$ cat config.mk
export PLATFORM = sky130hd
export DESIGN_NAME = history_store
export DESIGN_NICKNAME = d
export VERILOG_FILES = /design/src/source/history_pkg.sv /design/src/source/phold_pkg.sv /design/src/source/history_store.sv
export SDC_FILE = /design/constraint.sdc
export NUM_CORES = 2
export LEC_CHECK = 0
export ABC_CLOCK_PERIOD_IN_PS = 5600
export BUFFER_PORTS_ARGS = -buffer_cell sky130_fd_sc_hd__buf_4
export CAP_MARGIN = 20
export CELL_PAD_IN_SITES_DETAIL_PLACEMENT = 1
export CELL_PAD_IN_SITES_GLOBAL_PLACEMENT = 1
export CORE_MARGIN = 2
export CORE_UTILIZATION = 35
export CTS_CLUSTER_DIAMETER = 150
export DETAILED_ROUTE_END_ITERATION = 7
export HOLD_SLACK_MARGIN = 0.1
export PLACE_DENSITY = 0.61
export SLEW_MARGIN = 30
export SYNTH_ARGS = -nofsm -noshare
export SYNTH_HDL_FRONTEND = slang
export SYNTH_SLANG_ARGS = --single-unit
$ cat constraint.sdc
create_clock -name clk -period 5.6 [get_ports clk]
set_input_delay 0 -clock clk [delete_from_list [all_inputs] [get_ports clk]]
set_output_delay 0 -clock clk [all_outputs]
set_load 0.03 [all_outputs]
$ cat src/source/history_pkg.sv
package history_pkg;

   localparam int hist_depth = 16;    // Entries per LP
   localparam int hist_idx_w = 4;
   localparam int hist_cnt_w = 5;     // Counts 0 to 16

   // Entry = message plus child offset and child target, bit 31 zero
   localparam int hist_offset_lsb = 20;
   localparam int hist_offset_w   = 8;
   localparam int hist_target_lsb = 28;

   typedef enum logic [1:0] {
      fv_keep,
      fv_expired,
      fv_annihilate,
      fv_rollback
   } filter_verdict_e;

endpackage

$ cat src/source/phold_pkg.sv
package phold_pkg;

   localparam int time_w  = 16;       // Event timestamp
   localparam int lp_id_w = 3;
   localparam int lp_num  = 1 << lp_id_w;
   localparam int msg_w   = 32;       // Message and history entry
   localparam int rnd_w   = 8;
   localparam int min_gap = 10;       // Smallest step between an event and its child

   // Message layout, bits 20 to 31 stay zero
   localparam int msg_time_lsb = 0;
   localparam int msg_lp_lsb   = 16;
   localparam int msg_type_bit = 19;

   typedef enum logic {
      ev_regular = 1'b0,
      ev_cancel  = 1'b1
   } event_type_e;

   // Build a message from its three fields
   function automatic logic [msg_w-1:0] make_msg(
      input event_type_e          ev_type,
      input logic [lp_id_w-1:0]   lp,
      input logic [time_w-1:0]    ev_time
   );
      logic [msg_w-1:0] msg;
      msg = '0;
      msg[msg_time_lsb +: time_w] = ev_time;
      msg[msg_lp_lsb +: lp_id_w]  = lp;
      msg[msg_type_bit]           = ev_type;
      return msg;
   endfunction

endpackage
$ cat src/source/history_store.sv
`timescale 1ns/1ps

module history_store (
   input  logic                                 clk,
   input  logic                                 rst_n,
   input  logic [phold_pkg::lp_id_w-1:0]        rd_lp,
   input  logic [history_pkg::hist_idx_w-1:0]   rd_idx,
   output logic [phold_pkg::msg_w-1:0]          rd_entry,
   output logic [history_pkg::hist_cnt_w-1:0]   count,
   input  logic                                 wr_en,
   input  logic [history_pkg::hist_idx_w-1:0]   wr_idx,
   input  logic [phold_pkg::msg_w-1:0]          wr_entry,
   input  logic                                 set_count,
   input  logic [history_pkg::hist_cnt_w-1:0]   new_count
);
   import phold_pkg::*;
   import history_pkg::*;

   logic [msg_w-1:0]      mem [0:lp_num*hist_depth-1];
   logic [hist_cnt_w-1:0] counts [0:lp_num-1];

   assign count = counts[rd_lp];     // Current LP only

   // Entry address is LP times 16 plus index
   always_ff @(posedge clk) begin
      if (wr_en) begin
         mem[{rd_lp, wr_idx}] <= wr_entry;
      end
      rd_entry <= mem[{rd_lp, rd_idx}];
   end

   always_ff @(posedge clk or negedge rst_n) begin
      if (!rst_n) begin
         for (int i = 0; i < lp_num; i++) begin
            counts[i] <= '0;
         end
      end else if (set_count) begin
         counts[rd_lp] <= new_count;
      end
   end

endmodule

==> results by stage <==
Run status:
- The run finished with clean final reports.

Clock network:
- Clock-pin slew was measured on the worst setup and hold paths at 0.06 ns.
- The later-pin clock latency in the skew report is 1.01 ns.
- Clock tree synthesis inserted a total of 425 buffers.
- The maximum level of the CTS H-tree is 5.
- The maximum buffer depth of the clock tree is 4.
- The clock drives 4168 sinks.
- TritonCTS built the clock tree.
- Clock tree synthesis selected as its root buffer the cell clkbuf_16.

Logic synthesis:
- The area share of the leading cell type in the synthesized netlist is 0.772.
- Counting distinct cell types in the post-synthesis netlist gives 64.
- Yosys attributes the largest share of cell area to edfxtp_1 77%, mux4_2 9.7%, mux2i_1 4.5%.
- The number of warning messages in the yosys log is 0.
- In this run the cell area of the synthesized design comes to 159000 um2.
- Synthesis produced 7519 cells.
- The post-synth net total is 7571.
- The biggest area contributor in the post-synthesis netlist is edfxtp_1.
- The prevailing post-synth register cell is edfxtp_1.
- The synthesized design contains 4168 register bits.
- The proportion of synthesized chip area in sequential cells is 0.783.
- The mean post-synth cell area is 21.2 um2.
- The share of synthesized registers carrying an async set or reset is 0.00960.
- The number of synthesized flops with an enable pin is 4096.

Floorplan:
- The number of primary I/O pins is 89.
- The standard-cell row count is 247.
- The y dimension of the die is 678 um.
- The horizontal die dimension is 678 um.
- The starting density of the core is 0.352.
- The area of the placeable core is 453000 um2.
- The die covers 460000 um2.

Global route:
- The number of global-route vias before repair is 84900.
- In the global route stage, overall resource usage came out at 0.231.
- The first global-routing pass estimated 736000 um of wire.
- Entering global routing, the biggest net connects 106 pins.
- The total global routing overflow is 0.
- The initial antenna violation count is 83.

Detailed routing:
- The final route contains 84100 vias.
- After detailed routing, the number of remaining DRC violations is 0.
- The first routing iteration left 12500 violations.
- The average wire per cell in the routed design is 37.5 um.
- The vias per cell is 5.83.
- The pre-antenna-repair detailed-routing pass consisted of 7 iterations.
- The final layout contains routed wiring with a total length of 541000 um.
- Once detail routing completed, the nets flagged for antenna violations numbered 0.

Setup path:
- The highest fanout seen on the critical path is 37.
- The start-to-end type of the worst setup path is primary input to flip-flop.
- The worst setup path is captured at a flip-flop.
- Traced cell by cell, the critical path runs through dlygate4sd3_1, buf_6, nand2b_1, nor2_4, buf_4, a22oi_1, nand4_1, a2111oi_1, buf_4, nand3_1.
- The number of buffers and inverters on the critical path is 4.
- The kind of start point of the critical path is a primary input.
- Across all register-to-register paths, the minimum setup slack is 2.26 ns.
- Data on the critical path is required at its endpoint by 6.41 ns.
- The worst-path cell with the longest stage delay is a2111oi_1.
- For the worst setup path, the data arrival time is 4.81 ns.
- Among cell families on the critical path, the largest total delay comes from buffers and inverters.
- For this run, the slowest stage of the critical path takes 1.04 ns.
- The most numerous cell on the critical path is buf_4.

Timing:
- The final max-slew violation count is 0.
- The worst slew slack as a fraction of its limit is 0.221.
- Of the available clock period, the critical path in the final layout requires 0.714.
- Across the routed clock network, the largest skew measured is 0.0745 ns.
- Setup repair after global routing left no endpoint under its margin.
- The final critical path time including I/O delays and setup is 4.00 ns.
- For the pin with the worst max-slew slack, the measured transition is 1.16 ns.
- In the post-route analysis, the smallest setup slack over all paths is 1.60 ns.
- The count of final hold-check violations is 0.
- The final number of setup-violating endpoints is 0.
- The maximum clock rate is 0.250 GHz.
- Summed over all failing endpoints, the final setup total negative slack is 0 ns.

Power and ir drop:
- For this design the static power due to leakage is 59.3 nW.
- Power spread over the standard cell area amounts to 360 nW/um2.
- The highest ir drop seen on vdd is 0.257 mV.

Layout:
- The net count of the finished layout is 8143.
- The area growth from synthesis to layout is 16.9%.
- Fill cells in the final layout number 42300.
- The share of post-route cells with drive strength above 1 is 0.245.
- The final instance count without filler cells is 14400.

Run:
- Max-cap violations in this run came to 0.

Placed design:
- Once placement completed, the tool counted placed cells totaling 13600.
- The worst slack at placement is 1.19 ns.
- The detailed placement HPWL is 349000 um.
- At the end of routability-driven placement, the weighted congestion stood at 0.915.
- The number of port buffers is 88.

Min path:
- The worst hold path class is primary input to flip-flop.
-- kinds of logic (layout without fill, tap and decap cells) --
logic type / after synthesis / in the layout / share of synthesized area
other cells: 0 / 24 / 0
simple gates: 669 / 669 / 0.0200
compound gates: 778 / 778 / 0.0355
mux: 1466 / 1466 / 0.147
flops: 4168 / 4168 / 0.783
buf+inv: 438 / 1356 / 0.0150
-- layout by cell type (no fill, tap or decap), types with 20 or more instances in the layout --
cell	Yosys	final
nand4_1	61	61
bufinv_16	0	47
a221oi_1	76	75
clkinv_2	0	87
diode_2	0	24
and2_1	22	20
buf_12	0	42
buf_4	60	377
mux2_2	57	57
buf_16	0	77
dfxtp_1	32	31
clkinv_1	1	88
o21ai_0	42	39
clkbuf_1	148	78
o211ai_1	30	30
mux2i_1	721	721
nor2_1	203	67
clkbuf_16	0	429
dfrtp_1	40	40
a31oi_1	25	24
nor2_4	0	125
mux4_2	688	688
edfxtp_1	4096	4096
nand2_1	131	128
dlygate4sd3_1	0	65
a21oi_1	81	75
a22oi_1	361	361
nand3_1	140	136
o22ai_1	65	65
-- path summary, 6_finish.rpt --
| check | startpoint | endpoint | cells after the start |
|---|---|---|---|
| setup reg to reg | mem[100][29] | rd_entry[29] | 6 |
| hold / removal | wr_entry[15] | mem[71][15] | 2 |
| hold reg to reg | counts[13] | counts[13] | 1 |
| setup / recovery | rd_idx[3] | rd_entry[29] | 10 |
| min in group asynchronous | rst_n | counts[35] | 4 |
| max in group asynchronous | rst_n | counts[12] | 4 |
-- through the flow --
stage | power, mW | hold slack (ns) | instance area [um2] | utilization
5_1_grt | 68.6 | 0.109 | 186000 | 0.411
6_report | 67.1 | 0.104 | 186000 | 0.411
3_5_place_dp | 39.0 | 0.0230 | 171000 | 0.378
2_1_floorplan | 36.9 | -0.296 | 159000 | -
4_1_cts | 67.4 | 0.101 | 186000 | 0.411
3_3_place_gp | 38.9 | 0.000360 | 169000 | 0.373
-- synthesized netlist by cell type, types with 60 or more instances --
cell,n
edfxtp_1,4096
mux2i_1,721
mux4_2,688
a22oi_1,361
nor2_1,203
buf_2,158
clkbuf_1,148
nand3_1,140
nand2_1,131
a21oi_1,81
a221oi_1,76
o22ai_1,65
nand4_1,61
buf_4,60
-- final cells by class --
| class | instances | area, um2 | share of cell area |
|---|---|---|---|
| timing repair buffer | 578 | 6660 | 0.0358 |
| clock inverter | 253 | 2630 | 0.0141 |
| antenna | 24 | 60.1 | 0.000323 |
| tap | 5976 | 7480 | 0.0402 |
| multi-input combinational | 2913 | 33500 | 0.180 |
| clock buffer | 520 | 11200 | 0.0602 |
| sequential | 4168 | 125000 | 0.670 |
| inverter | 5 | 21.3 | 0.000114 |
-- sequential cells by signal (all words and copies together) (netlist names) --
signal / cells
mem: 4096
rd_entry: 32
counts: 40
-- layer usage --
metal | share of wire | GRT usage | vias up
met1 | 0.39 | 0.314 | 45900
met3 | 0.097 | 0.0477 | 874
met2 | 0.46 | 0.359 | 4521
met5 | 0.00031 | 0 | -
met4 | 0.048 | 0.0998 | 26
li1 | - | - | 32800
-- timing repair --
action,CTS,global route
resized for setup,0,0
hold buffers,71,0
setup buffers,0,0
endpoints found under the hold margin,3623,0
-- where the power goes --
group          switching [mW]  internal (mW)
combinational            2.60           1.15
sequential              0.214           34.5
clock                    12.3           16.4
(Power assumes the default switching activity.)
