`src/source/history_pkg.sv`:
```
package history_pkg;

   localparam int hist_depth = 16;    // Entries per LP
   localparam int hist_idx_w = 4;
   localparam int hist_cnt_w = 5;     // Counts 0 to 16

   // Entry = message plus child offset and child target, bit 31 zero
   localparam int hist_offset_lsb = 20;
   localparam int hist_offset_w   = 8;
   localparam int hist_target_lsb = 28;

   typedef enum logic [1:0] {
      fv_keep,
      fv_expired,
      fv_annihilate,
      fv_rollback
   } filter_verdict_e;

endpackage

```
`src/source/phold_pkg.sv`:
```
package phold_pkg;

   localparam int time_w  = 16;       // Event timestamp
   localparam int lp_id_w = 3;
   localparam int lp_num  = 1 << lp_id_w;
   localparam int msg_w   = 32;       // Message and history entry
   localparam int rnd_w   = 8;
   localparam int min_gap = 10;       // Smallest step between an event and its child

   // Message layout, bits 20 to 31 stay zero
   localparam int msg_time_lsb = 0;
   localparam int msg_lp_lsb   = 16;
   localparam int msg_type_bit = 19;

   typedef enum logic {
      ev_regular = 1'b0,
      ev_cancel  = 1'b1
   } event_type_e;

   // Build a message from its three fields
   function automatic logic [msg_w-1:0] make_msg(
      input event_type_e          ev_type,
      input logic [lp_id_w-1:0]   lp,
      input logic [time_w-1:0]    ev_time
   );
      logic [msg_w-1:0] msg;
      msg = '0;
      msg[msg_time_lsb +: time_w] = ev_time;
      msg[msg_lp_lsb +: lp_id_w]  = lp;
      msg[msg_type_bit]           = ev_type;
      return msg;
   endfunction

endpackage
```
`src/source/event_fifo.sv`:
```
`timescale 1ns/1ps

module event_fifo (
   input  logic                          clk,
   input  logic                          rst_n,
   input  logic                          flush,
   input  logic                          wr_en,
   input  logic [phold_pkg::msg_w-1:0]   din,
   input  logic                          rd_en,
   output logic [phold_pkg::msg_w-1:0]   dout,
   output logic                          empty
);
   import phold_pkg::*;
   import history_pkg::*;

   logic [msg_w-1:0]      mem [0:hist_depth-1];
   logic [hist_idx_w-1:0] wr_ptr;
   logic [hist_idx_w-1:0] rd_ptr;
   logic [hist_cnt_w-1:0] fill;
   logic                  do_wr;
   logic                  do_rd;

   assign do_wr = wr_en && !flush && (fill != hist_cnt_w'(hist_depth));   // Full drops writes
   assign do_rd = rd_en && !flush && !empty;
   assign empty = (fill == '0);
   assign dout  = mem[rd_ptr];         // Head is visible without a read

   always_ff @(posedge clk or negedge rst_n) begin
      if (!rst_n) begin
         wr_ptr <= '0;
         rd_ptr <= '0;
         fill   <= '0;
      end else if (flush) begin
         wr_ptr <= '0;
         rd_ptr <= '0;
         fill   <= '0;
      end else begin
         if (do_wr) wr_ptr <= wr_ptr + 1'b1;
         if (do_rd) rd_ptr <= rd_ptr + 1'b1;
         if (do_wr && !do_rd) begin
            fill <= fill + 1'b1;
         end else if (!do_wr && do_rd) begin
            fill <= fill - 1'b1;
         end
      end
   end

   always_ff @(posedge clk) begin
      if (do_wr) mem[wr_ptr] <= din;
   end

endmodule

```
`config.mk`:
```
export PLATFORM = sky130hd
export DESIGN_NAME = event_fifo
export DESIGN_NICKNAME = d
export VERILOG_FILES = /design/src/source/history_pkg.sv /design/src/source/phold_pkg.sv /design/src/source/event_fifo.sv
export SDC_FILE = /design/constraint.sdc
export NUM_CORES = 1
export LEC_CHECK = 0
export BUFFER_PORTS_ARGS = -buffer_cell sky130_fd_sc_hd__buf_2
export CAP_MARGIN = 20
export CORE_MARGIN = 2
export CORE_UTILIZATION = 40
export DETAILED_ROUTE_END_ITERATION = 7
export PLACE_DENSITY = 0.63
export REMOVE_ABC_BUFFERS = 1
export SYNTH_ARGS = -nofsm -noshare
export SYNTH_HDL_FRONTEND = slang
export SYNTH_SLANG_ARGS = --single-unit
```
`constraint.sdc`:
```
create_clock -name clk -period 3.85 [get_ports clk]
set_clock_uncertainty 0.15 [all_clocks]
set_input_delay 0.77 -clock clk [delete_from_list [all_inputs] [get_ports clk]]
set_output_delay 0.77 -clock clk [all_outputs]
set_load 0.02 [all_outputs]
```
==> results of run 1 <==
## stage by stage
| stage | setup TNS [ps] | util, % | hold slack, ps |
|---|---|---|---|
| detailed placement | 0 | 43.5 | 429 |
| global placement | 0 | 43.5 | 424 |
| global route | 0 | 46.8 | 404 |
| CTS | 0 | 46.8 | 380 |
| finish | 0 | 46.8 | 412 |
| floorplan | -150550 | - | 324 |
## worst max-delay path by stage
stage          cells after the start  slack [ps]          to
2_1_floorplan                      3       -3070     dout[0]
6_report                           5         300    dout[21]
3_3_place_gp                       5         670  mem[3][24]
5_1_grt                            5         140    dout[21]
4_1_cts                            5          50    dout[21]
3_5_place_dp                       8         650     fill[4]
## synthesized netlist by cell type, types with 4 or more instances
| library cell | n | area share (%) |
|---|---|---|
| nor2_1 | 28 | 0.52 |
| ha_1 | 9 | 0.56 |
| buf_2 | 7 | 0.17 |
| buf_6 | 9 | 0.50 |
| inv_1 | 5 | 0.093 |
| a21oi_1 | 5 | 0.12 |
| mux4_2 | 128 | 14 |
| buf_1 | 9 | 0.17 |
| nor3_1 | 4 | 0.099 |
| xor2_1 | 4 | 0.17 |
| a22oi_1 | 64 | 2.4 |
| mux2i_1 | 4 | 0.20 |
| clkbuf_1 | 23 | 0.43 |
| o211ai_1 | 4 | 0.15 |
| nand2_1 | 40 | 0.74 |
| edfxtp_1 | 512 | 76 |
| dfrtp_1 | 13 | 1.6 |
## cells by family (layout without fill, tap and decap cells)
| kind of cell | after synthesis | count (layout) |
|---|---|---|
| DFF | 525 | 525 |
| muxes | 136 | 136 |
| and+or+nand+nor | 90 | 90 |
| AOI/OAI and AO/OA | 78 | 78 |
| buffers and inverters | 56 | 207 |
| adders and majority gates | 10 | 10 |
| xor gates and xnor gates | 7 | 7 |
| other | 0 | 2 |
## metal layers
metal  share of wire, %  up-vias
met5              0.028        -
met4                1.6        2
met3                5.8       49
met2                 50      251
met1                 43     5009
li1                   -     4038
## power breakdown
group	internal [µW]	switching [µW]	total (µW)
logic	1190	1190	2380
clock network	2770	2030	4810
registers	6380	149	6530
total	10300	3380	13700
## worst register-to-register path: cells and delay by family, from the launching register on
family	cells	cell delay (ps)
adder cells (fa/ha/maj)	1	490
AO/OA/AOI/OAI	1	270
multiplexers	1	240
flip-flops	1	470
AND/OR/NAND/NOR	5	1240
## registers in the layout, indices dropped and copies added, names as in the netlist
register  flops
mem         512
rd_ptr        4
wr_ptr        4
fill          5
## repair_timing
| item | in CTS | in global routing |
|---|---|---|
| buffers inserted | 0 | 1 |
| hold buffers | 1 | 0 |
| endpoints found under the setup margin | 0 | 7 |
| hold endpoints to repair | 13 | 0 |
## cell type report
cell class | instances | area (µm²)
well taps | 672 | 841
diodes | 2 | 5.00
clock buffers | 63 | 1360
fillers | 4070 | 26600
multi-input cells | 321 | 4300
flip-flops and latches | 525 | 15700
inverters | 5 | 18.8
repair buffers | 110 | 926
clock inverters | 29 | 241
==> impl_metrics.ini, run 1 <==
[setup_path]
cp-end-kind = output pin
r2r_cells = 8
critPathLaunch = rd_ptr[0]
required_ps = 2930
max_stage_delay_ps = 680
crit_type = flip-flop to output pin
worstPathCellList = buf_4 > mux4_2 > a22oi_1 > nand2_1 > buf_2
timing.rr.start = fill[0]
cpMaxStageDelayCell = dfrtp_4
r2r-end = fill[4]
r2r_setup_slack_ps = 880
critPathTopFamily = flip-flops
path_buf_inv = 2
cp.arrival_ps = 2630
startpoint_type = flip-flop
critical_path.max_fanout = 14

[logic_synthesis]
syn_avg_cell_area_um2 = 22.4
synthAdderAreaFrac_pct = 0.658
synth_compound_area_share_pct = 2.93
ys_ff_latch = 525
synth.distinct_cells = 37
synthCells = 902
async_flop_share_pct = 2.48
synth_edf_count = 512
ys.warnings.count = 0
synth.area.mux_share_pct = 14.8
ys.flop_type = edfxtp_1
synthSimpleGateAreaFrac_pct = 2.01
synth_top_family_by_area = multiplexers
netlist_area_um2 = 20200
yosysSeqAreaShare_pct = 77.9
synth-xor-area-share_pct = 0.304

[global_routing]
use_met3_pct = 2.89
track_usage_pct = 16.6
grt_pass1_vias = 10088
grt-ovfl-total = 0
grt_pass1_wl_um = 64200
grt_antenna_before_repair = 2
met2_usage_pct = 27.9
grt_max_degree = 38
busiest_layer = met2
use_met1_pct = 22.7

[route]
drtIter0Drc = 852
wl_um = 42900
routedWlPerCell_um = 24.8
first_pass_iters = 5
viasPerCell = 5.41
drcViolationCount = 0
ant_nets = 0
vias = 9349

[floorplan]
rows = 82
die_height_um = 229
die_x_um = 229
io_pins = 70
core_um2 = 50000
die-area_um2 = 52200
start_util_pct = 40.4

[cells_and_area]
drive_gt1_share_pct = 31.6
final_area_um2 = 23400
final_cell_mix = edfxtp_1 (512), mux4_2 (128), buf_2 (69), a22oi_1 (64), clkbuf_16 (53)
area_delta_synth_final_pct = 16.1
final_common_cell = edfxtp_1
finalNetCount = 1062
final_cells = 1727

[power_and_ir_drop]
power_leakage_uw = 0.00737
powerDensity_nw_per_um2 = 586
peakVddDrop_uv = 332
power_uw = 13700

[min_path]
hold_depth = 1
hold_path.class = input port to flip-flop
hold-path-endpoint = mem[15][22]
min_from = din[22]

[sta]
fin_crit_sh_pct = 92.2
timing.final.ws_setup_ps = 301
hold_viol = 0
final_max_slew_viol_count = 0
worst_pin_slew_ps = 702
fmaxAchievable_mhz = 282
slew_headroom_pct = 53.0
setup_viol_count_final = 0
fin_crit_ps = 3550
rsz0062_at_grt = false

[run_status]
outcome = finished, final reports clean

[placement]
gp_congestion = 0.726
place_ws_ps = 653
hpwl_um = 22400
placed_cells = 1631
io_buffers = 69
placed_cell_area_um2 = 21800

[clock_network]
cts_resized = 0
clkLatencyLatePin_ps = 580
numCtsBuffers = 52
cts_tree = yes
cts.sinks = 525
clk_pin_slew_ps = 60
clockBufferDepth = 3
clockRootBuffer = clkbuf_16
cts_max_level = 2

[run]
drv_cap = 0
(Power assumes the default switching activity.)
==> inputs of run 2 (changes only) <==
--- a/config.mk
+++ b/config.mk
@@ -11,6 +11,7 @@
 export CORE_UTILIZATION = 40
 export DETAILED_ROUTE_END_ITERATION = 7
 export PLACE_DENSITY = 0.63
+export RECOVER_POWER = 25
 export REMOVE_ABC_BUFFERS = 1
 export SYNTH_ARGS = -nofsm -noshare
 export SYNTH_HDL_FRONTEND = slang
==> run 2 against run 1 <==
  * Sequential cell count stayed put
  * Critical path depth is the same
  * Register-to-register slack improved by 20 ps
  * Non-clock buffer count is the same
  * Utilization down 0.063 points
  * Sequential share of layout area is 0.090 points higher
  * Clock-buffer cell count unchanged
  * Worst hold slack improved by 6.8 ps
  * Highest routed layer unchanged
==> impl_metrics.ini, run 2 (synthesis results as in run 1) <==
[run_status]
outcome = finished, final reports clean

[setup_path]
crit_type = flip-flop to output pin
critPathLaunch = rd_ptr[0]
r2r_cells = 8
required_ps = 2930
timing.rr.start = fill[0]
r2r_setup_slack_ps = 900
cp-end-kind = output pin
startpoint_type = flip-flop
r2r-end = fill[4]
crit_end = dout[21]
critical_path.max_fanout = 14
cp.arrival_ps = 2630

[sta]
worst_pin_slew_ps = 705
setup_viol_count_final = 0
fmaxAchievable_mhz = 282
timing.final.ws_setup_ps = 299
fin_crit_ps = 3550
slew_headroom_pct = 52.7
fin_crit_sh_pct = 92.2
final_max_slew_viol_count = 0
tns_ps = 0
rsz0062_at_grt = false
hold_viol = 0

[clock_network]
cts_max_level = 2
clkLatencyLatePin_ps = 580
cts_tree = yes
clk_pin_slew_ps = 60
clockBufferDepth = 3
clockRootBuffer = clkbuf_16
cts_resized = 0
cts.sinks = 525
numCtsBuffers = 52

[placement]
placed_cell_area_um2 = 21800
gp_congestion = 0.726
io_buffers = 69
place_ws_ps = 653
hpwl_um = 22400

[route]
vias = 9448
wl_um = 42900
viasPerCell = 5.47
first_pass_iters = 5
drtIter0Drc = 874
drcViolationCount = 0
routedWlPerCell_um = 24.8
ant_nets = 0

[floorplan]
die_height_um = 229
die-area_um2 = 52200
io_pins = 70
core_um2 = 50000
rows = 82
start_util_pct = 40.4
die_x_um = 229

[run]
drv_cap = 0

[cells_and_area]
final_cell_mix = edfxtp_1 (512), mux4_2 (128), a22oi_1 (64), clkbuf_16 (53), buf_2 (46)
drive_gt1_share_pct = 29.4
largest_register_ffs = 512
post-route-util_pct = 46.8
area_delta_synth_final_pct = 15.9
final_area_um2 = 23400
largest_registers = mem x512, fill x5
finalNetCount = 1062
num-fill-cells = 4080
regMostFlops = mem
final_common_cell = edfxtp_1

[power_and_ir_drop]
peakVddDrop_uv = 332
power_leakage_uw = 0.00731
powerDensity_nw_per_um2 = 587

[global_routing]
grt-ovfl-total = 0
grt_pass1_vias = 10088
grt_pass1_wl_um = 64200
grt_antenna_before_repair = 1
track_usage_pct = 16.6
grt_max_degree = 38

[min_path]
hold_depth = 2
hold_path.class = input port to flip-flop
run 2: changes by cell type in the layout (fill, tap and decap cells not counted):
| cell | change |
|---|---|
| buf_2 | -23 |
| clkbuf_1 | +23 |
| diode_2 | -1 |
run 2: through the flow:
| stage | hold slack, ps | std cells | power [µW] |
|---|---|---|---|
| 2_1_floorplan | 324 | 851 | 8540 |
| 3_3_place_gp | 424 | 1631 | 9030 |
| 3_5_place_dp | 429 | 1631 | 9060 |
| 4_1_cts | 380 | 1724 | 13800 |
| 5_1_grt | 422 | 1725 | 14300 |
| 6_report | 418 | 1726 | 13700 |
run 2: report_power, final:
group	internal, µW	leakage (µW)	switching (µW)
Clock	2770	0.000776	2030
Combinational	1180	0.00175	1190
Sequential	6380	0.00478	150
run 2: worst min path at each step:
stage,start,to,slack (ps)
detailed placement,fill[3],fill[3],430
floorplan,rst_n,fill[0],320
global placement,fill[3],fill[3],420
CTS,din[4],mem[8][4],380
finish,flush,wr_ptr[1],420
global route,din[6],mem[9][6],420
run 2: what timing repair did:
action	CTS	global route
hold buffers	1	0
buffers inserted	0	1
endpoints found under the hold margin	13	0
setup endpoints to repair	0	7
run 2: final cells by class:
cell class	count	area [µm²]	area share (%)
Sequential cell	525	15700	67.2
Multi-Input combinational cell	321	4300	18.4
Clock buffer	63	1360	5.83
Timing Repair Buffer	110	897	3.84
Tap cell	672	841	3.60
Clock inverter	29	241	1.03
Inverter	5	18.8	0.0803
Antenna cell	1	2.50	0.0107
run 2: layer usage:
layer	global-route usage (%)	share of wire, %	vias to the layer above
li1	-	-	4039
met5	0	0.028	-
met3	2.89	6.2	49
met4	4.33	1.6	2
met2	27.9	50	277
met1	22.7	42	5081
run 2: worst max-delay path, cell delays in order, from the launching register on:
cell and delay (ps):
dfrtp_4 680, buf_4 340, mux4_2 520, a22oi_1 210
nand2_1 120, buf_2 170
