<file path="config.mk">
export PLATFORM = sky130hd
export DESIGN_NAME = history_filter
export DESIGN_NICKNAME = d
export VERILOG_FILES = /design/src/source/history_pkg.sv /design/src/source/phold_pkg.sv /design/src/source/history_filter.sv
export SDC_FILE = /design/constraint.sdc
export NUM_CORES = 1
export LEC_CHECK = 0
export ABC_AREA = 0
export ABC_CLOCK_PERIOD_IN_PS = 2600
export BUFFER_PORTS_ARGS = -buffer_cell sky130_fd_sc_hd__buf_2
export CORE_MARGIN = 5
export CORE_UTILIZATION = 47
export DETAILED_ROUTE_END_ITERATION = 12
export PLACE_DENSITY = 0.8
export SETUP_SLACK_MARGIN = 0.15
export SLEW_MARGIN = 40
export SYNTH_ARGS = -nofsm -noshare
export SYNTH_HDL_FRONTEND = slang
export SYNTH_SLANG_ARGS = --single-unit
</file>
<file path="constraint.sdc">
create_clock -name clk -period 2.6 [get_ports clk]
set_clock_uncertainty 0.1 [all_clocks]
set_input_delay 0.13 -clock clk [delete_from_list [all_inputs] [get_ports clk]]
set_output_delay 0.13 -clock clk [all_outputs]
set_load 0.01 [all_outputs]
</file>
<file path="src/source/history_pkg.sv">
package history_pkg;

   localparam int hist_depth = 16;    // Entries per LP
   localparam int hist_idx_w = 4;
   localparam int hist_cnt_w = 5;     // Counts 0 to 16

   // Entry = message plus child offset and child target, bit 31 zero
   localparam int hist_offset_lsb = 20;
   localparam int hist_offset_w   = 8;
   localparam int hist_target_lsb = 28;

   typedef enum logic [1:0] {
      fv_keep,
      fv_expired,
      fv_annihilate,
      fv_rollback
   } filter_verdict_e;

endpackage

</file>
<file path="src/source/phold_pkg.sv">
package phold_pkg;

   localparam int time_w  = 16;       // Event timestamp
   localparam int lp_id_w = 3;
   localparam int lp_num  = 1 << lp_id_w;
   localparam int msg_w   = 32;       // Message and history entry
   localparam int rnd_w   = 8;
   localparam int min_gap = 10;       // Smallest step between an event and its child

   // Message layout, bits 20 to 31 stay zero
   localparam int msg_time_lsb = 0;
   localparam int msg_lp_lsb   = 16;
   localparam int msg_type_bit = 19;

   typedef enum logic {
      ev_regular = 1'b0,
      ev_cancel  = 1'b1
   } event_type_e;

   // Build a message from its three fields
   function automatic logic [msg_w-1:0] make_msg(
      input event_type_e          ev_type,
      input logic [lp_id_w-1:0]   lp,
      input logic [time_w-1:0]    ev_time
   );
      logic [msg_w-1:0] msg;
      msg = '0;
      msg[msg_time_lsb +: time_w] = ev_time;
      msg[msg_lp_lsb +: lp_id_w]  = lp;
      msg[msg_type_bit]           = ev_type;
      return msg;
   endfunction

endpackage
</file>
<file path="src/source/history_filter.sv">
`timescale 1ns/1ps

module history_filter (
   input  logic                                 clk,
   input  logic                                 rst_n,
   input  logic                                 clear,
   input  logic                                 entry_vld,
   input  logic [phold_pkg::msg_w-1:0]          entry,
   input  logic [phold_pkg::time_w-1:0]         cur_time,
   input  phold_pkg::event_type_e               cur_type,
   input  logic [phold_pkg::time_w-1:0]         gvt,
   output history_pkg::filter_verdict_e         verdict,
   output logic                                 discard_cur,
   output logic                                 cancel_pending,
   output logic [phold_pkg::msg_w-1:0]          cancel_msg
);
   import phold_pkg::*;
   import history_pkg::*;

   logic [time_w-1:0]        entry_time;
   event_type_e              entry_type;
   logic [hist_offset_w-1:0] entry_offset;
   logic [lp_id_w-1:0]       entry_target;
   logic                     annihilate;

   assign entry_time   = entry[msg_time_lsb +: time_w];
   assign entry_type   = event_type_e'(entry[msg_type_bit]);
   assign entry_offset = entry[hist_offset_lsb +: hist_offset_w];
   assign entry_target = entry[hist_target_lsb +: lp_id_w];

   // First matching rule wins
   always_comb begin
      if (entry_time < gvt) begin
         verdict = fv_expired;                 // Older than GVT, can never roll back
      end else if (entry_type != cur_type && entry_time == cur_time && !discard_cur) begin
         verdict = fv_annihilate;              // Event and anti-message meet
      end else if (cur_type == ev_regular && entry_type == ev_regular &&
                   entry_time > cur_time) begin
         verdict = fv_rollback;                // Straggler overtook this entry
      end else begin
         verdict = fv_keep;
      end
   end

   assign annihilate = entry_vld && (verdict == fv_annihilate);

   // Only one annihilation per event
   always_ff @(posedge clk or negedge rst_n) begin
      if (!rst_n) begin
         discard_cur    <= 1'b0;
         cancel_pending <= 1'b0;
      end else if (clear) begin
         discard_cur    <= 1'b0;
         cancel_pending <= 1'b0;
      end else if (annihilate) begin
         discard_cur <= 1'b1;
         if (cur_type == ev_cancel) begin
            cancel_pending <= 1'b1;   // Child of the undone event must be cancelled too
         end
      end
   end

   always_ff @(posedge clk) begin
      if (annihilate && cur_type == ev_cancel) begin
         cancel_msg <= make_msg(ev_cancel, entry_target, entry_time + {8'b0, entry_offset});
      end
   end

endmodule

</file>
==> impl_results.md, run 1 <==
* Setup crit start kind: primary input
* Die height at 77.5 um
* Setup_tns at 0 ns
* Starting density of the core at 0.488
* Vias in the first global route at 1,967
* Clk slew on worst S/H paths at 0.08 ns
* Syn Inst Count at 225
* Status: complete, no violations
* DRT antenna net count at 0
* Inst Count DP at 376
* Most common flop cell mapped by yosys: edfxtp_1
* Multi-input logic area at 1320 um2
* Synth top cells by count: ha_1, inv_1, edfxtp_1
* Maximum VDD drop at 0.000202 V
* Hold WS at 0.0345 ns
* Clock buffer count from CTS at 3
* Max clock buf depth at 2
* Worst rel slew slack at 0.639
* Largest net degree at the start of global routing at 20
* Share of post-route cells with drive strength above 1 at 0.345
* DR iter-0 viols at 113
* Finished Layout Cells at 385
* Clock Sinks at 21
* Post-Route WL at 5220 um
* Fill cells at 383
* Gpl congestion at 0.814
* Top cell type's share of synthesized area at 0.267
* DIE AREA at 6000 um2
* Kind of end point of the critical path: output pin
* Row cnt at 24
* Min-delay worst type: primary input to flip-flop
* Clk_lat worst skew at 0.27 ns
* Area leader, netlist: edfxtp_1
* Pre-antenna DRT Iters at 4
* Max-slew violation count at 0
* Net count, final at 444
* Reg area at 621 um2
* Unique cell type count in the Yosys netlist at 45
* Number of synthesized flops with an enable pin at 19
* H-tree depth at 1
* DR vias/cell at 5.09
* Synthesized cell area at 2140 um2
* Top-count cell post-synth: ha_1
* Max Freq at 477 MHz
* Sequential cell area fraction in the yosys report at 0.290
* Die W at 77.5 um
* Hold Vio Cnt, Final at 0
* Initial antenna violation count at 0
* Post-Place Worst Slack at 0.232 ns
* Total gr overflow at 0
* DRC at 0
* Final setup margin at 0.503 ns
* Max-cap violation count at 0
* Hold_sp: entry_vld
* Synthesized area per cell at 9.51 um2
* CTS tree: done
* Num ports at 105
* Ys async rst share at 0.0952
* Worst EP arrival at 1.87 ns
* Crit Path Max Fanout at 4
* N_diodes at 0
* Number of port buffers at 87
* Least-Margin Pin Slew at 0.540 ns
* Core outline area at 4380 um2
* Avg WL per Cell at 13.6 um
* Via count at 1,958
* Root Driver: clkbuf_8
* R2R Path Start: discard_cur
* FF+latch count, synth at 21
* Static Leak at 1.46 nW
* Source of the critical timing path: entry[2]
* Setup violators final at 0
* Dominant cells by area after synthesis: edfxtp_1, ha_1, inv_1
* Min Tclk post-route at 2.10 ns
* Global-route wire length before repair at 8500 um
* PD cells at 331 nW/um2
* Synth Warn # at 0
* Period utilization at 0.807
* Total GRT Usage at 0.171
* Dpl hpwl at 4620 um
* Layout area overhead at 30.5%
* Critical path required time at 2.37 ns
* Class of the most critical setup path: primary input to output pin
* RSZ-0062 raised after global routing: false
* Post_cts resized at 0
-- power by group --
group / internal (mW) / total, mW / switching [mW]
clock: 0.107 / 0.221 / 0.113
combinational: 0.159 / 0.330 / 0.171
sequential: 0.374 / 0.374 / 0.000000171
total: 0.640 / 0.925 / 0.285
-- cells by family after synthesis --
kind of cell,count (synthesis),share of synthesized area
fa+ha+maj,41,0.243
other cells,2,0.00351
buf+inv,52,0.114
flops,21,0.290
xor+xnor,12,0.0491
compound gates,49,0.166
simple gates,48,0.134
-- per-layer routing --
metal | track usage | share of wire | wire length (um) | vias to the layer above
li1 | - | - | - | 991
met5 | 0 | 0 | 0 | -
met1 | 0.200 | 0.41 | 2130 | 884
met4 | 0.0601 | 0.016 | 86 | 0
met3 | 0.0243 | 0.070 | 364 | 7
met2 | 0.317 | 0.51 | 2640 | 76
-- worst max-delay path, stage by stage --
cell	delay (ns)
buf_2	0.12
ha_1	0.30
a211o_1	0.29
a31oi_1	0.20
o221ai_1	0.20
a21oi_2	0.25
buf_4	0.17
a21o_1	0.08
buf_2	0.12
-- placed cells by master, fill, tap and decap left out, drive strengths merged, types with 2 or more instances in the layout --
cell type / n
nand2b: 3
and4: 2
nor2: 8
nand3: 4
and3: 5
dfrtp: 2
o22ai: 2
xnor2: 7
nand4: 8
a21oi: 15
nand2: 6
conb: 13
and2: 3
ha: 40
o21a: 3
inv: 39
clkbuf: 3
dlygate4sd3: 5
nand3b: 2
edfxtp: 19
a21o: 3
a211oi: 3
nor2b: 4
buf: 101
o21ai: 11
xor2: 5
-- per-stage QoR --
stage           util  area [um2]  total power [mW]
2_1_floorplan      -        2180             0.588
3_3_place_gp   0.614        2690             0.690
3_5_place_dp   0.615        2700             0.704
4_1_cts        0.637        2790             0.930
5_1_grt        0.637        2790             0.984
6_report       0.637        2790             0.925
-- final timing paths --
path | cells after the start | end | slack [ns]
min in group asynchronous | 2 | discard_cur | 0.07
hold / removal | 3 | discard_cur | 0.03
setup / recovery | 9 | verdict[0] | 0.50
max in group asynchronous | 2 | cancel_pending | 2.24
hold reg to reg | 2 | cancel_pending | 0.44
setup reg to reg | 4 | cancel_msg[17] | 0.93
-- state kept, by name (all words and copies together) (netlist names) --
signal	flops
cancel_msg	19
cancel_pending	1
discard_cur	1
-- final cells by class --
type | instances | share of cell area
multi-input combinational | 163 | 0.474
clock inverter | 1 | 0.00179
clock buffer | 3 | 0.0148
tap | 52 | 0.0233
sequential | 21 | 0.222
inverter | 39 | 0.0524
timing repair buffer | 106 | 0.211
-- what timing repair did --
action	CTS	global route
buffers inserted	0	0
hold endpoints to repair	7	0
setup endpoints to repair	0	0
hold buffers	5	0
(Power assumes the default switching activity.)
==> run 2: changes to the inputs <==
--- a/config.mk
+++ b/config.mk
@@ -5,13 +5,13 @@
 export SDC_FILE = /design/constraint.sdc
 export NUM_CORES = 1
 export LEC_CHECK = 0
-export ABC_AREA = 0
-export ABC_CLOCK_PERIOD_IN_PS = 2600
+export ABC_AREA = 1
+export ABC_CLOCK_PERIOD_IN_PS = 1750
 export BUFFER_PORTS_ARGS = -buffer_cell sky130_fd_sc_hd__buf_2
 export CORE_MARGIN = 5
-export CORE_UTILIZATION = 47
+export CORE_UTILIZATION = 42
 export DETAILED_ROUTE_END_ITERATION = 12
-export PLACE_DENSITY = 0.8
+export PLACE_DENSITY = 0.75
 export SETUP_SLACK_MARGIN = 0.15
 export SLEW_MARGIN = 40
 export SYNTH_ARGS = -nofsm -noshare
==> constraint.sdc (replaced) <==
create_clock -name clk -period 1.75 [get_ports clk]
set_clock_uncertainty 0.1 [all_clocks]
set_input_delay 0.0875 -clock clk [delete_from_list [all_inputs] [get_ports clk]]
set_output_delay 0.0875 -clock clk [all_outputs]
set_load 0.01 [all_outputs]
==> run 2 against run 1 <==
Die area rose by 10%. Largest power group is now combinational logic. Area after synthesis barely moved. Clock-buffer cell count rose by 1. Critical path depth rose by 4. Synthesized cell count rose by 17%. Non-clock buffer count rose by 20. Sequential share of layout area fell by 4.3 points. Final cell count rose by 20%. Via count rose by 6.9%.
==> impl_results.md, run 2 <==
* Finished Layout Cells at 461 (was 385)
* Clock Power Share at 0.193 (was 0.238)
* Finished Core Util at 0.687 (was 0.637)
* DR iter-0 viols at 79 (was 113)
* Hold Vio Cnt, Final at 0 (unchanged)
* Setup crit start kind: primary input (unchanged)
* DR vias/cell at 4.54 (was 5.09)
* PD cells at 436 nW/um2 (was 331 nW/um2)
* Multi-input logic area at 1580 um2 (was 1320 um2)
* Num ports at 105 (unchanged)
* Most frequent cells in the layout: buf_2, inv_1, nand2_1, buf_4, a21oi_1 (was buf_2, ha_1, inv_1, edfxtp_1)
* DRC at 0 (unchanged)
* Most common flop cell mapped by yosys: edfxtp_1 (unchanged)
* Root Driver: clkbuf_8 (unchanged)
* Number of port buffers at 87 (unchanged)
* Top-count cell post-synth: inv_1 (was ha_1)
* Net count, final at 502 (was 444)
* Static Leak at 1.74 nW (was 1.46 nW)
* Comb pwr share at 0.437 (was 0.357)
* Crit Path Max Fanout at 5 (was 4)
* Maximum VDD drop at 0.000288 V (was 0.000202 V)
* Synthesized cell area at 2140 um2 (about the same)
* Crit path max-delay family: buffers and inverters (was compound AO/OA/AOI/OAI gates)
* Flip-flop count of the largest register, all copies and words added at 19 (unchanged)
* Total GRT Usage at 0.158 (was 0.171)
* Clk slew on worst S/H paths at 0.07 ns (was 0.08 ns)
* Via count at 2,094 (was 1,958)
* Avg WL per Cell at 12.5 um (was 13.6 um)
* FF+latch count, synth at 21 (unchanged)
* Vias in the first global route at 1,972 (was 1,967)
* NetSw at 0.456 mW (was 0.285 mW)
* Layout area overhead at 61.7% (was 30.5%)
* Synth top cells by count: inv_1, nand2_1, ha_1 (was ha_1, inv_1, edfxtp_1)
* Reg area at 621 um2 (unchanged)
* Ys async rst share at 0.0952 (unchanged)
* Area leader, netlist: edfxtp_1 (unchanged)
* Worst EP arrival at 1.63 ns (was 1.87 ns)
* Dominant cells by area after synthesis: edfxtp_1, ha_1, inv_1 (unchanged)
* Status: complete, no violations (unchanged)
* Die height at 81.4 um (was 77.5 um)
* Dpl hpwl at 4560 um (was 4620 um)
* Kind of end point of the critical path: flip-flop (was output pin)
* Critical Path Most Common Cell: nand2_1 (was buf_2)
* Max Freq at 585 MHz
* Global-route wire length before repair at 8240 um (was 8500 um)
* Top cell type's share of synthesized area at 0.267 (about the same)
* CTS tree: done (unchanged)
* Clock buffer count from CTS at 3 (unchanged)
* Largest Register: cancel_msg (unchanged)
* Min-delay worst type: primary input to async pin (was primary input to flip-flop)
* Cell Chain, Critical Path: buf_4 > buf_6 > ha_4 > a21oi_1 > nand2_1 > nand2_1 > nand2_1 > nand2_1 > nand2_2 > buf_6 > nand3_4 > clkinvlp_4 > clkbuf_16 (was buf_2 > ha_1 > a211o_1 > a31oi_1 > o221ai_1 > a21oi_2 > buf_4 > a21o_1 > buf_2)
* Total gr overflow at 0 (unchanged)
* Design Power at 1.51 mW (was 0.925 mW)
* Worst reg2reg setup slack at 0.14 ns (was 0.93 ns)
* CP max-delay cell: ha_4 (was ha_1)
* Largest net degree at the start of global routing at 20 (unchanged)
* RSZ-0062 raised after global routing: true (was false)
* Max clock buf depth at 2 (unchanged)
* Sw Share at 0.302 (was 0.308)
* Share of post-route cells with drive strength above 1 at 0.463 (was 0.345)
* Sequential power share at 0.369 (was 0.405)
* Max-slew violation count at 0 (unchanged)
* Biggest registers after layout: cancel_msg: 19 flops, cancel_pending: 1 flops, discard_cur: 1 flops (unchanged)
* Core outline area at 5040 um2 (was 4380 um2)
* Number of synthesized flops with an enable pin at 19 (unchanged)
* Row cnt at 26 (was 24)
* Min Tclk post-route at 1.71 ns
* Post-Route WL at 5780 um (was 5220 um)
* Syn Inst Count at 263 (was 225)
* Initial antenna violation count at 0 (unchanged)
* Max-cap violation count at 0 (unchanged)
* Internal power at 1.05 mW (was 0.640 mW)
* Pre-antenna DRT Iters at 4 (unchanged)
* Setup violators final at 0 (unchanged)
* Starting density of the core at 0.425 (was 0.488)
* Gpl congestion at 0.883 (was 0.814)
* Period utilization at 0.976
* Inst Count DP at 444 (was 376)
* Worst path bufs/invs at 5 (was 3)
* Sequential cell area fraction in the yosys report at 0.290 (about the same)
* DRT antenna net count at 0 (unchanged)
* Fill cells at 397 (was 383)
* Die W at 81.4 um (was 77.5 um)
* Setup_tns at 0 ns (unchanged)
* DIE AREA at 6630 um2 (was 6000 um2)
* Critical path required time at 1.67 ns (was 2.37 ns)
* Unique cell type count in the Yosys netlist at 29 (was 45)
* Commonest non-fill, non-tap cell in the layout: buf_2 (unchanged)
* Synthesized area per cell at 8.14 um2 (was 9.51 um2)
* Largest stage delay, worst path at 0.23 ns (was 0.30 ns)
* Synth Warn # at 0 (unchanged)
* Clk_lat worst skew at 0.25 ns (was 0.27 ns)
* Clock Sinks at 21 (unchanged)
* N_diodes at 0 (unchanged)
* Class of the most critical setup path: primary input to flip-flop (was primary input to output pin)
* H-tree depth at 1 (unchanged)
run 2: changes by cell type in the layout (fill, tap and decap cells not counted), sizes merged, moves of 4 or more:
cell / change
buf: +18
and3: -5
nor2: +9
nand2: +40
a21oi: +8
o21ai: -5
xor2: +4
inv: +19
nor2b: -4
run 2: logic make-up after synthesis:
group,synth area share
simple gates,0.161
buf+inv,0.149
fa+ha+maj,0.243
flops,0.290
other cells,0.00351
compound gates,0.0964
xor+xnor,0.0573
run 2: timing repair:
item / 4_1_cts / 5_1_grt
cloned: 0 / 3
buffers inserted: 1 / 4
resized for setup: 7 / 50
hold endpoints to repair: 7 / 0
hold buffers: 5 / 0
pin swaps: 8 / 26
setup endpoints to repair: 21 / 25
run 2: cell type report:
type | count | area share
multi-input cells | 181 | 0.456
repair buffers | 126 | 0.254
flip-flops and latches | 21 | 0.179
inverters | 59 | 0.0730
well taps | 70 | 0.0253
clock buffers | 4 | 0.0130
run 2: routing by layer:
metal	vias up	track usage	wire length [um]
li1	1082	-	-
met4	0	0.0541	80
met2	57	0.293	3220
met5	-	0	0
met3	8	0.0155	294
met1	947	0.187	2190
run 2: through the flow:
stage	hold WS, ns	setup WS, ns	cell area [um2]
after floorplan	-0.308	0.0456	2330
after global placement	-0.227	-0.169	2970
after detailed placement	-0.226	-0.208	2970
after CTS	0.0439	0.0888	3130
after global routing	0.0445	-0.0830	3460
final	0.0453	0.0413	3460
run 2: final timing paths:
check	startpoint	depth (start not counted)	endpoint
max in group asynchronous	rst_n	2	cancel_pending
setup reg to reg	discard_cur	6	cancel_msg[16]
hold / removal	rst_n	2	discard_cur
hold reg to reg	cancel_pending	2	cancel_pending
min in group clk	entry[20]	2	cancel_msg[0]
setup / recovery	entry[3]	13	cancel_msg[16]
run 2: power by group through the flow:
stage               sequential, mW  combinational (mW)  clock (mW)
detailed placement           0.568               0.539           0
CTS                          0.557               0.567       0.300
global placement             0.568               0.519           0
global route                 0.557               0.738       0.326
floorplan                    0.568               0.330           0
finish                       0.557               0.659       0.292
